### src/hdl/dfq_consts.svh
`ifndef DFQ_CONSTS_SVH
`define DFQ_CONSTS_SVH

// Banks that can raise a fill request in the same cycle
`define DFQ_BANKS 8

// Width of a cache line address sent to DRAM
`define DFQ_ADDR_W 32

// Batches held by the fill request FIFO
// Keep this a power of two
`define DFQ_DEPTH 4

`endif
### src/hdl/dfq_pkg.sv
`include "dfq_consts.svh"

package dfq_pkg;

	// One request bit per bank, bit i belongs to bank i
	typedef logic [`DFQ_BANKS-1:0] bank_mask_t;

	// Bank number as seen on the DRAM side
	typedef logic [$clog2(`DFQ_BANKS)-1:0] bank_idx_t;

	// Line address of a fill request
	typedef logic [`DFQ_ADDR_W-1:0] line_addr_t;

	// Everything the banks raise in one cycle
	// Addresses of banks whose mask bit is clear are don't-care
	typedef struct packed {
		bank_mask_t                  mask;
		line_addr_t [`DFQ_BANKS-1:0] addr;
	} fill_batch_t;

endpackage

### src/hdl/fill_batch_if.sv
`timescale 1ns/100ps

`include "dfq_consts.svh"

interface fill_batch_if #(
	parameter type payload_t = dfq_pkg::fill_batch_t
);

	// Write side, driven by the producer
	logic     push;
	payload_t wdata;
	logic     full;

	// Read side, head of the queue
	payload_t rdata;
	logic     empty;
	logic     pop;

	// Storage side
	modport fifo (
		input  push,
		input  wdata,
		input  pop,
		output full,
		output rdata,
		output empty
	);

	// Consumer side, sees the head without delay
	modport drain (
		input  rdata,
		input  empty,
		output pop
	);

endinterface

### src/hdl/dram_fill_queue.sv
`timescale 1ns/100ps

`include "dfq_consts.svh"

module dram_fill_queue (
	input  logic                                 clk,
	input  logic                                 reset,

	// Bank side
	input  logic                                 fill_push,
	input  dfq_pkg::bank_mask_t                  bank_fill_req,
	input  dfq_pkg::line_addr_t [`DFQ_BANKS-1:0] bank_fill_addr,
	output logic                                 queue_full,

	// DRAM side
	input  logic                                 dram_pop,
	output logic                                 dram_req_valid,
	output dfq_pkg::bank_idx_t                   dram_req_bank,
	output dfq_pkg::line_addr_t                  dram_req_addr
);

	// Batch channel between storage and drain
	fill_batch_if #(
		.payload_t (dfq_pkg::fill_batch_t)
	) batch_q ();

	// Producer side of the channel
	assign batch_q.push       = fill_push;
	assign batch_q.wdata.mask = bank_fill_req;
	assign batch_q.wdata.addr = bank_fill_addr;

	// Back-pressure towards the banks
	assign queue_full = batch_q.full;

	// Storage stage
	fill_req_fifo #(
		.payload_t (dfq_pkg::fill_batch_t),
		.DEPTH     (`DFQ_DEPTH)
	) u_fifo (
		.clk   (clk),
		.reset (reset),
		.q     (batch_q.fifo)
	);

	// Drain stage, one request per bank in bank order
	fill_req_drain u_drain (
		.clk            (clk),
		.reset          (reset),
		.q              (batch_q.drain),
		.dram_pop       (dram_pop),
		.dram_req_valid (dram_req_valid),
		.dram_req_bank  (dram_req_bank),
		.dram_req_addr  (dram_req_addr)
	);

endmodule

### src/hdl/fill_req_drain.sv
`timescale 1ns/100ps

`include "dfq_consts.svh"

module fill_req_drain (
	input  logic                 clk,
	input  logic                 reset,
	fill_batch_if.drain          q,
	input  logic                 dram_pop,
	output logic                 dram_req_valid,
	output dfq_pkg::bank_idx_t   dram_req_bank,
	output dfq_pkg::line_addr_t  dram_req_addr
);

	// Unfinished part of the batch that left the FIFO
	dfq_pkg::bank_mask_t                  resid_mask;
	dfq_pkg::line_addr_t [`DFQ_BANKS-1:0] resid_addr;
	logic                                 resid_busy;

	// FIFO head
	logic                                 head_valid;
	logic                                 head_zero;
	dfq_pkg::bank_mask_t                  head_mask;

	// Batch currently being served
	dfq_pkg::bank_mask_t                  sel_mask;
	dfq_pkg::line_addr_t [`DFQ_BANKS-1:0] sel_addr;
	dfq_pkg::bank_idx_t                   sel_idx;
	dfq_pkg::bank_mask_t                  sel_onehot;
	dfq_pkg::bank_mask_t                  rest_mask;
	logic                                 sel_found;

	logic                                 take;
	logic                                 pop_head;

	assign resid_busy = |resid_mask;

	// Mask of an empty FIFO counts as no request
	assign head_valid = !q.empty;
	assign head_mask  = head_valid ? q.rdata.mask : '0;
	assign head_zero  = head_valid && (q.rdata.mask == '0);

	// The residual batch is finished before the head is touched
	assign sel_mask = resid_busy ? resid_mask : head_mask;
	assign sel_addr = resid_busy ? resid_addr : q.rdata.addr;

	// Lowest set bit wins
	always_comb begin
		sel_idx = '0;
		for (int i = `DFQ_BANKS - 1; i >= 0; i--) begin
			if (sel_mask[i]) begin
				sel_idx = dfq_pkg::bank_idx_t'(i);
			end
		end
	end

	assign sel_found  = |sel_mask;
	assign sel_onehot = dfq_pkg::bank_mask_t'(1) << sel_idx;
	assign rest_mask  = sel_mask & ~sel_onehot;

	// Request towards DRAM, combinational from head or residual
	assign dram_req_valid = sel_found;
	assign dram_req_bank  = sel_idx;
	assign dram_req_addr  = sel_addr[sel_idx];

	// A pop with nothing to show is ignored
	assign take = dram_pop && sel_found;

	// Head leaves the FIFO on its first served request,
	// or right away when it carries no request at all
	assign pop_head = !resid_busy && (take || head_zero);
	assign q.pop    = pop_head;

	// Remaining bits of the batch after each served request
	always_ff @(posedge clk) begin
		if (reset) begin
			resid_mask <= '0;
		end else if (take) begin
			resid_mask <= rest_mask;
		end
	end

	// Addresses are captured once, when the batch leaves the FIFO
	always_ff @(posedge clk) begin
		if (take && !resid_busy) begin
			resid_addr <= q.rdata.addr;
		end
	end

endmodule

### src/hdl/fill_req_fifo.sv
`timescale 1ns/100ps

`include "dfq_consts.svh"

module fill_req_fifo #(
	parameter type payload_t = logic,
	parameter int  DEPTH     = `DFQ_DEPTH
) (
	input logic        clk,
	input logic        reset,
	fill_batch_if.fifo q
);

	localparam int PTR_W = (DEPTH > 1) ? $clog2(DEPTH) : 1;
	localparam int CNT_W = $clog2(DEPTH + 1);

	payload_t         mem [DEPTH];
	logic [PTR_W-1:0] wr_ptr;
	logic [PTR_W-1:0] rd_ptr;
	logic [PTR_W-1:0] wr_ptr_next;
	logic [PTR_W-1:0] rd_ptr_next;
	logic [CNT_W-1:0] count;
	logic             push_ok;
	logic             pop_ok;

	// A push while full is dropped, a pop while empty is ignored
	assign push_ok = q.push && !q.full;
	assign pop_ok  = q.pop && !q.empty;

	// Wrap explicitly so the pointers stay inside the buffer
	assign wr_ptr_next = (wr_ptr == PTR_W'(DEPTH - 1)) ? '0 : wr_ptr + PTR_W'(1);
	assign rd_ptr_next = (rd_ptr == PTR_W'(DEPTH - 1)) ? '0 : rd_ptr + PTR_W'(1);

	// Status comes straight from the occupancy count
	assign q.full  = (count == CNT_W'(DEPTH));
	assign q.empty = (count == '0);

	// First word fall through, the head is always on rdata
	assign q.rdata = mem[rd_ptr];

	always_ff @(posedge clk) begin
		if (reset) begin
			wr_ptr <= '0;
		end else if (push_ok) begin
			wr_ptr <= wr_ptr_next;
		end
	end

	always_ff @(posedge clk) begin
		if (reset) begin
			rd_ptr <= '0;
		end else if (pop_ok) begin
			rd_ptr <= rd_ptr_next;
		end
	end

	// Occupancy count
	// Push and pop together leave it unchanged; when full only the pop
	// goes through, and an empty FIFO only sees the push
	always_ff @(posedge clk) begin
		if (reset) begin
			count <= '0;
		end else begin
			case ({push_ok, pop_ok})
				2'b10: begin
					count <= count + CNT_W'(1);
				end
				2'b01: begin
					count <= count - CNT_W'(1);
				end
				default: begin
					count <= count;
				end
			endcase
		end
	end

	// Batch storage
	always_ff @(posedge clk) begin
		if (push_ok) begin
			mem[wr_ptr] <= q.wdata;
		end
	end

endmodule

### config.mk
export PLATFORM = sky130hd
export DESIGN_NAME = dram_fill_queue
export DESIGN_NICKNAME = d
export VERILOG_FILES = /design/src/hdl/dfq_pkg.sv /design/src/hdl/fill_batch_if.sv /design/src/hdl/dram_fill_queue.sv /design/src/hdl/fill_req_drain.sv /design/src/hdl/fill_req_fifo.sv
export VERILOG_INCLUDE_DIRS = /design/src /design/src/hdl
export SDC_FILE = /design/constraint.sdc
export NUM_CORES = 1
export LEC_CHECK = 0
export BUFFER_PORTS_ARGS = -buffer_cell sky130_fd_sc_hd__buf_2
export CORE_AREA = 10 10 518 267
export DETAILED_ROUTE_END_ITERATION = 12
export DIE_AREA = 0 0 528 277
export PLACE_DENSITY = 0.66
export SYNTH_ARGS = -nofsm -noshare
export SYNTH_HDL_FRONTEND = slang
export SYNTH_HIERARCHICAL = 1
export SYNTH_SLANG_ARGS = --single-unit
### constraint.sdc
create_clock -name clk -period 20.9 [get_ports clk]
set_input_delay 3.135 -clock clk [delete_from_list [all_inputs] [get_ports clk]]
set_output_delay 3.135 -clock clk [all_outputs]
set_load 0.02 [all_outputs]
=== Word level (Yosys, flattened, before mapping) ===
Memory sizes are Yosys's and may differ from the RTL's. A register that Yosys moved wholly into a read port is not among the register bits.
Index checks and enable logic that the tools add are counted.

* Flip-flop bits (word level): 271
* Bits in latches: 0
* Memory bits (writable): 1,056
* Memory bits (read-only): 0
* Input port bits: 268
* Word-level logic and storage cells: 61
* Memories kept: 1

{| class="wikitable"
|+ Memory list
! name !! words !! width !! read ports !! clocked after Yosys merged registers in !! write ports !! line !! source
|-
| u_fifo.mem || 4 || 264 || 1 || 1 || 1 || fill_req_fifo.sv:17 || <nowiki>payload_t mem [DEPTH];</nowiki>
|}

* $add $sub $neg: 4
* Multipliers: 0
* Div/mod/pow operators: 0
* $lt $le $gt $ge: 1
* Eq/ne operators: 5
* Shift operators: 1
* Multiplexer cells: 20
* Bitwise gates (word level): 2
* Reductions and logical operators: 15

{| class="wikitable"
|+ Operators with widths
! operator !! number
|-
| 256-bit 2-to-1 mux || 1
|-
| 32-bit binary-select mux with 3-bit select || 1
|-
| 32-bit 2-to-1 mux || 1
|-
| 3-bit 2-to-1 mux || 8
|-
| 8-bit 2-to-1 mux || 2
|-
| 8-bit OR reduction || 2
|-
| 8-bit AND || 1
|-
| 8-bit zero test || 1
|-
| 2-bit 2-to-1 mux || 4
|-
| 8-bit NOT || 1
|-
| 1-bit by 3-bit << shifter with 8-bit output, first input constant || 1
|-
| 2-bit == test, second input constant || 3
|-
| 1-bit logical AND || 6
|-
| 3-bit case mux with 2 select lines || 1
|-
| 2-bit by 1-bit adder with 2-bit output, second input constant || 2
|-
| 3-bit by 4-bit < comparator with 1-bit output, second input constant || 1
|-
| 3-bit by 1-bit adder with 3-bit output, second input constant || 1
|-
| 3-bit == test, second input constant || 1
|-
| 1-bit zero test || 3
|-
| 3-bit zero test || 1
|-
| 3-bit by 1-bit subtractor with 3-bit output, second input constant || 1
|-
| 2-bit by 1-bit == test with 1-bit output, second input constant || 1
|-
| 1-bit 2-to-1 mux || 2
|-
| 2-bit nonzero test || 1
|-
| 1-bit logical OR || 1
|}

=== Longest topological paths before layout ===
* Depth in word-level cells: 14
* Gate-level depth with buffers: 18
* Gate-level depth less buffers: 15

=== Modules after synthesis ===
The synthesis kept the hierarchy.

{| class="wikitable"
|+ Modules (own cells, without submodules)
! module !! times used !! cells an instance !! area each (µm²) !! sequential area each (µm²)
|-
| fill_req_fifo || 1 || 1,433 || 38,883.5 || 31,890.6
|-
| fill_req_drain || 1 || 1,032 || 12,419.4 || 7,847.5
|}

=== Worst setup path after synthesis ===
Ideal clock, no wire load.

* Kind: input to register
* Start: input dram_pop
* End: register u_drain.resid_mask[1]
* Setup time: 121 ps
* Arrival time: 15,102 ps
* Required time: 20,779 ps
* Slack: 5,677 ps
* Stages: 4
* Buffers on the path: 0
* Cell sequence: nand2_1 -> nor2_1 -> a21oi_1 -> a311oi_1

* Word-level cells in the longest chain between the ends: 1

{| class="wikitable"
|+ Ends and longest elaborated chain
! item !! line !! source
|-
| start: declaration || dram_fill_queue.sv:16 || <nowiki>input logic dram_pop,</nowiki>
|-
| 1-bit logical AND || fill_req_drain.sv:67 || <nowiki>assign take = dram_pop && sel_found;</nowiki>
|-
| end signal: assignment || fill_req_drain.sv:79 || <nowiki>resid_mask <= rest_mask;</nowiki>
|-
| end: declaration || fill_req_drain.sv:16 || <nowiki>dfq_pkg::bank_mask_t resid_mask;</nowiki>
|}

No other way between the ends.
A chain may end at the register's enable or synchronous reset.

==> impl_metrics.prom <==
# TYPE chip_impl_metric gauge
chip_impl_metric{name="clock_insertion_delay_worst_skew",unit="ns"} 0.73
chip_impl_info{name="most_frequent_standard_cell_in_the_layout_excluding_fill_and_tap_cells",value="sky130_fd_sc_hd__edfxtp_1"} 1
chip_impl_metric{name="post_synth.cell_area_avg",unit="um^2"} 20.8
chip_impl_metric{name="cts_hold_buffers",unit=""} 0
chip_impl_metric{name="drive_above_1_share",unit="%"} 28.8
chip_impl_metric{name="grt_first_pass_wirelength",unit="um"} 179000
chip_impl_metric{name="clock.fmax",unit="MHz"} 96.0
chip_impl_metric{name="detail_route.iter0.violations",unit=""} 2788
chip_impl_metric{name="dieHeight",unit="um"} 277
chip_impl_info{name="crit_family",value="buffers and inverters"} 1
chip_impl_metric{name="worstMarginPinSlew",unit="ns"} 1.34
chip_impl_metric{name="worst_hold_path.num_cells",unit=""} 2
chip_impl_info{name="rsz_0062_raised_after_global_routing",value="no"} 1
chip_impl_metric{name="period_needed",unit="ns"} 10.42
chip_impl_metric{name="hold_viol_final",unit=""} 0
chip_impl_metric{name="fp.coreArea",unit="um^2"} 130000
chip_impl_metric{name="critical_path_arrival",unit="ns"} 7.28
chip_impl_metric{name="die-area",unit="um^2"} 146000
chip_impl_metric{name="clock-skew-final",unit="ns"} 0.0332
chip_impl_metric{name="static-leakage-power",unit="nW"} 18.6
chip_impl_info{name="crit-reg2reg-capture",value="u_drain/resid_addr[147]$_DFFE_PP_"} 1
chip_impl_metric{name="first_global_vias",unit=""} 25100
chip_impl_metric{name="synth.ff_latch_count",unit=""} 1329
chip_impl_info{name="worst_setup_path_class",value="reg -> out"} 1
chip_impl_metric{name="finalWirelength",unit="um"} 123000
chip_impl_info{name="cts_tree",value="done"} 1
chip_impl_metric{name="ant_nets",unit=""} 0
chip_impl_metric{name="synthesis.instances",unit=""} 2465
chip_impl_metric{name="antenna_found_initial",unit=""} 64
chip_impl_metric{name="cts-resized-gates",unit=""} 0
chip_impl_metric{name="synth.distinct_cells",unit=""} 53
chip_impl_metric{name="maximum_number_of_pins_on_one_net_before_global_route_repair",unit=""} 135
chip_impl_info{name="holdCritStartpoint",value="u_fifo/rd_ptr[0]$_SDFFE_PP0P_"} 1
chip_impl_info{name="crit_path_cell_trace",value="buf_4 > buf_12 > mux4_2 > nor2_1 > o31ai_1 > a21oi_1 > or3_1 > inv_2 > nand2_4 > buf_4 > a21oi_1 > nor4_1 > a32oi_1 > buf_2"} 1
chip_impl_metric{name="power-per-cell-area",unit="nW/um^2"} 166
chip_impl_metric{name="globalRouteTotalUtil",unit="%"} 16.4
chip_impl_metric{name="min_period_over_period",unit="%"} 49.8
chip_impl_metric{name="die_x",unit="um"} 528
chip_impl_metric{name="cts.clk_slew.worst_paths",unit="ns"} 0.07
chip_impl_metric{name="critPathBufInv",unit=""} 5
chip_impl_metric{name="r2r.worst_path.cells",unit=""} 11
chip_impl_metric{name="critPathMaxStageDelay",unit="ns"} 1.09
chip_impl_info{name="timing.critical_path.slowest_stage_cell",value="sky130_fd_sc_hd__nor4_1"} 1
chip_impl_metric{name="post_synth_instance_area",unit="um^2"} 51300
chip_impl_info{name="predominant_post_synthesis_flop_cell",value="sky130_fd_sc_hd__edfxtp_1"} 1
chip_impl_metric{name="final_nets",unit=""} 3069
chip_impl_info{name="clock-root-buffer",value="sky130_fd_sc_hd__clkbuf_16"} 1
chip_impl_metric{name="max-clock-path-buffers",unit=""} 3
chip_impl_metric{name="synth_edf_count",unit=""} 1312
chip_impl_metric{name="asyncSetResetFlopFracSynth",unit="%"} 0
chip_impl_metric{name="gp_congestion",unit=""} 0.842
chip_impl_metric{name="cts_sinks",unit=""} 1329
chip_impl_metric{name="yosys_warnings",unit=""} 6
chip_impl_metric{name="worstPathRequired",unit="ns"} 17.77
chip_impl_metric{name="vias_per_cell",unit=""} 5.45
chip_impl_metric{name="total_cell_area_at_the_placement_stage",unit="um^2"} 54400
chip_impl_metric{name="cts_setup_buffers",unit=""} 0
chip_impl_metric{name="ys_seq_area_share",unit="%"} 77.5
chip_impl_metric{name="critical_path_peak_fanout",unit=""} 117
chip_impl_metric{name="ir_worst_vdd",unit="mV"} 0.219
chip_impl_metric{name="critical_path_cell_count",unit=""} 14
chip_impl_metric{name="routed-via-count",unit=""} 25200
chip_impl_metric{name="max_cap_viol_count",unit=""} 0
chip_impl_info{name="final_cell_mix",value="1312 x sky130_fd_sc_hd__edfxtp_1, 304 x sky130_fd_sc_hd__buf_2, 295 x sky130_fd_sc_hd__nand2_1, 264 x sky130_fd_sc_hd__mux4_2"} 1
chip_impl_info{name="startpoint_type",value="flip-flop"} 1
chip_impl_metric{name="area_delta_synth_final",unit="%"} 13.4
chip_impl_metric{name="rrSetupSlack",unit="ns"} 15.19
chip_impl_metric{name="placement_rows",unit=""} 94
chip_impl_metric{name="detail_route.wl_per_cell",unit="um"} 26.6
chip_impl_metric{name="worst_slew_margin_rel",unit="%"} 9.71
chip_impl_info{name="hold_class",value="reg -> reg"} 1
chip_impl_metric{name="tritoncts.num_buffers",unit=""} 114
chip_impl_metric{name="drc",unit=""} 0
chip_impl_metric{name="layout.cell_area.non_filler",unit="um^2"} 58200
chip_impl_metric{name="maxSlewViolCount",unit=""} 0
chip_impl_metric{name="grt_overflow_total",unit=""} 0
chip_impl_metric{name="pin_count",unit=""} 305
chip_impl_metric{name="initial_utilization",unit="%"} 39.5
chip_impl_metric{name="detailedPlacementHpwl",unit="um"} 76100
chip_impl_metric{name="number_of_input_and_output_port_buffers_inserted",unit=""} 304
chip_impl_metric{name="setup_viol",unit=""} 0
chip_impl_info{name="setup.worst_path.end_class",value="output port"} 1
chip_impl_info{name="run_status",value="finished, final reports clean"} 1
chip_impl_metric{name="synth_fp_nets",unit=""} 2740
chip_impl_metric{name="setup_tns",unit="ns"} 0
chip_impl_metric{name="htree_num_levels",unit=""} 3
chip_impl_metric{name="detail_route.first_pass.iterations",unit=""} 5
==> logic make-up (layout without fill, tap and decap cells) <==
family                     after synthesis  after routing  share of synthesized area [%]
DFF                                   1329           1329                           77.5
muxes                                  331            331                           12.9
other                                    0             10                              0
xor gates and xnor gates                 2              2                         0.0342
adders and majority gates                7              7                          0.185
and+or+nand+nor                        387            387                           3.24
buffers and inverters                  146            573                           2.26
AOI/OAI and AO/OA                      263            263                           3.92
==> layout make-up <==
cell class	instances	area, um^2
clock inverter	76	773
fill	11000	71700
tap	1728	2160
timing repair buffer	348	1930
sequential	1329	39700
clock buffer	138	2990
multi-input combinational	990	10500
inverter	11	41.3
antenna	10	25.0
==> cell usage after synthesis, types with 3 or more instances <==
cell	number	share of area (%)
sky130_fd_sc_hd__a21oi_1	115	1.1
sky130_fd_sc_hd__a221oi_1	7	0.12
sky130_fd_sc_hd__a221oi_2	25	0.73
sky130_fd_sc_hd__a22o_1	31	0.53
sky130_fd_sc_hd__a32oi_1	31	0.53
sky130_fd_sc_hd__and3_1	4	0.049
sky130_fd_sc_hd__buf_12	29	1.1
sky130_fd_sc_hd__buf_2	50	0.49
sky130_fd_sc_hd__buf_4	5	0.073
sky130_fd_sc_hd__buf_6	8	0.18
sky130_fd_sc_hd__clkbuf_1	42	0.31
sky130_fd_sc_hd__dfxtp_1	17	0.66
sky130_fd_sc_hd__edfxtp_1	1312	77
sky130_fd_sc_hd__ha_1	6	0.15
sky130_fd_sc_hd__inv_1	10	0.073
sky130_fd_sc_hd__mux2i_1	67	1.3
sky130_fd_sc_hd__mux4_2	264	12
sky130_fd_sc_hd__nand2_1	298	2.2
sky130_fd_sc_hd__nand3_1	4	0.039
sky130_fd_sc_hd__nor2_1	17	0.12
sky130_fd_sc_hd__nor3_1	14	0.14
sky130_fd_sc_hd__nor4_1	31	0.38
sky130_fd_sc_hd__o21ai_0	3	0.029
sky130_fd_sc_hd__o221ai_1	34	0.58
sky130_fd_sc_hd__or3_1	4	0.049
==> flip-flops by register name, indices dropped and copies added, names as in the netlist, named ones only <==
name / cells
u_drain/resid_addr: 256
u_drain/resid_mask: 8
u_fifo/count: 3
u_fifo/mem: 1056
u_fifo/rd_ptr: 2
u_fifo/wr_ptr: 2
==> stage by stage <==
step / instances / power [mW] / hold slack, ns / setup slack [ns] / util, %
floorplan: 2465 / 6.34 / 0.463 / 5.68 / -
global placement: 4406 / 7.54 / 0.494 / 11.59 / 41.9
detailed placement: 4406 / 7.58 / 0.489 / 11.45 / 41.9
CTS: 4620 / 9.75 / 0.523 / 10.63 / 44.8
global route: 4624 / 10.2 / 0.556 / 10.13 / 44.8
finish: 4630 / 9.68 / 0.524 / 10.48 / 44.8
==> worst register-to-register path, delay by kind of cell (launching register included) <==
| kind | cells | cell delay [ns] |
|---|---|---|
| compound gates | 1 | 0.13 |
| buf+inv | 4 | 3.08 |
| flops | 1 | 0.66 |
| mux | 1 | 0.68 |
| simple gates | 5 | 0.63 |
==> report_power, final <==
group,total [mW],internal (mW),switching [mW]
Combinational,3.94,1.23,2.71
Clock,2.16,1.20,0.965
Sequential,3.58,3.46,0.118
Total,9.68,5.88,3.79
==> layer usage <==
layer / part of all wire [%] / global-route usage (%) / up-vias
met4: 2.1 / 3.49 / 44
met3: 8.8 / 5.59 / 221
li1: - / - / 10900
met5: 0.22 / 0 / -
met2: 45 / 24.8 / 900
met1: 43 / 23.1 / 13200
==> how the worst max path moves through the flow <==
stage	slack [ns]	end	startpoint
5_1_grt	10.13	dram_req_addr[20]	flip-flop
6_report	10.48	dram_req_addr[26]	flip-flop
4_1_cts	10.63	dram_req_addr[20]	flip-flop
2_1_floorplan	5.68	u_drain/resid_mask[1]$_SDFFE_PP0N_	dram_pop
3_5_place_dp	11.45	dram_req_addr[20]	flip-flop
3_3_place_gp	11.59	dram_req_addr[20]	flip-flop
(Power assumes the default switching activity.)
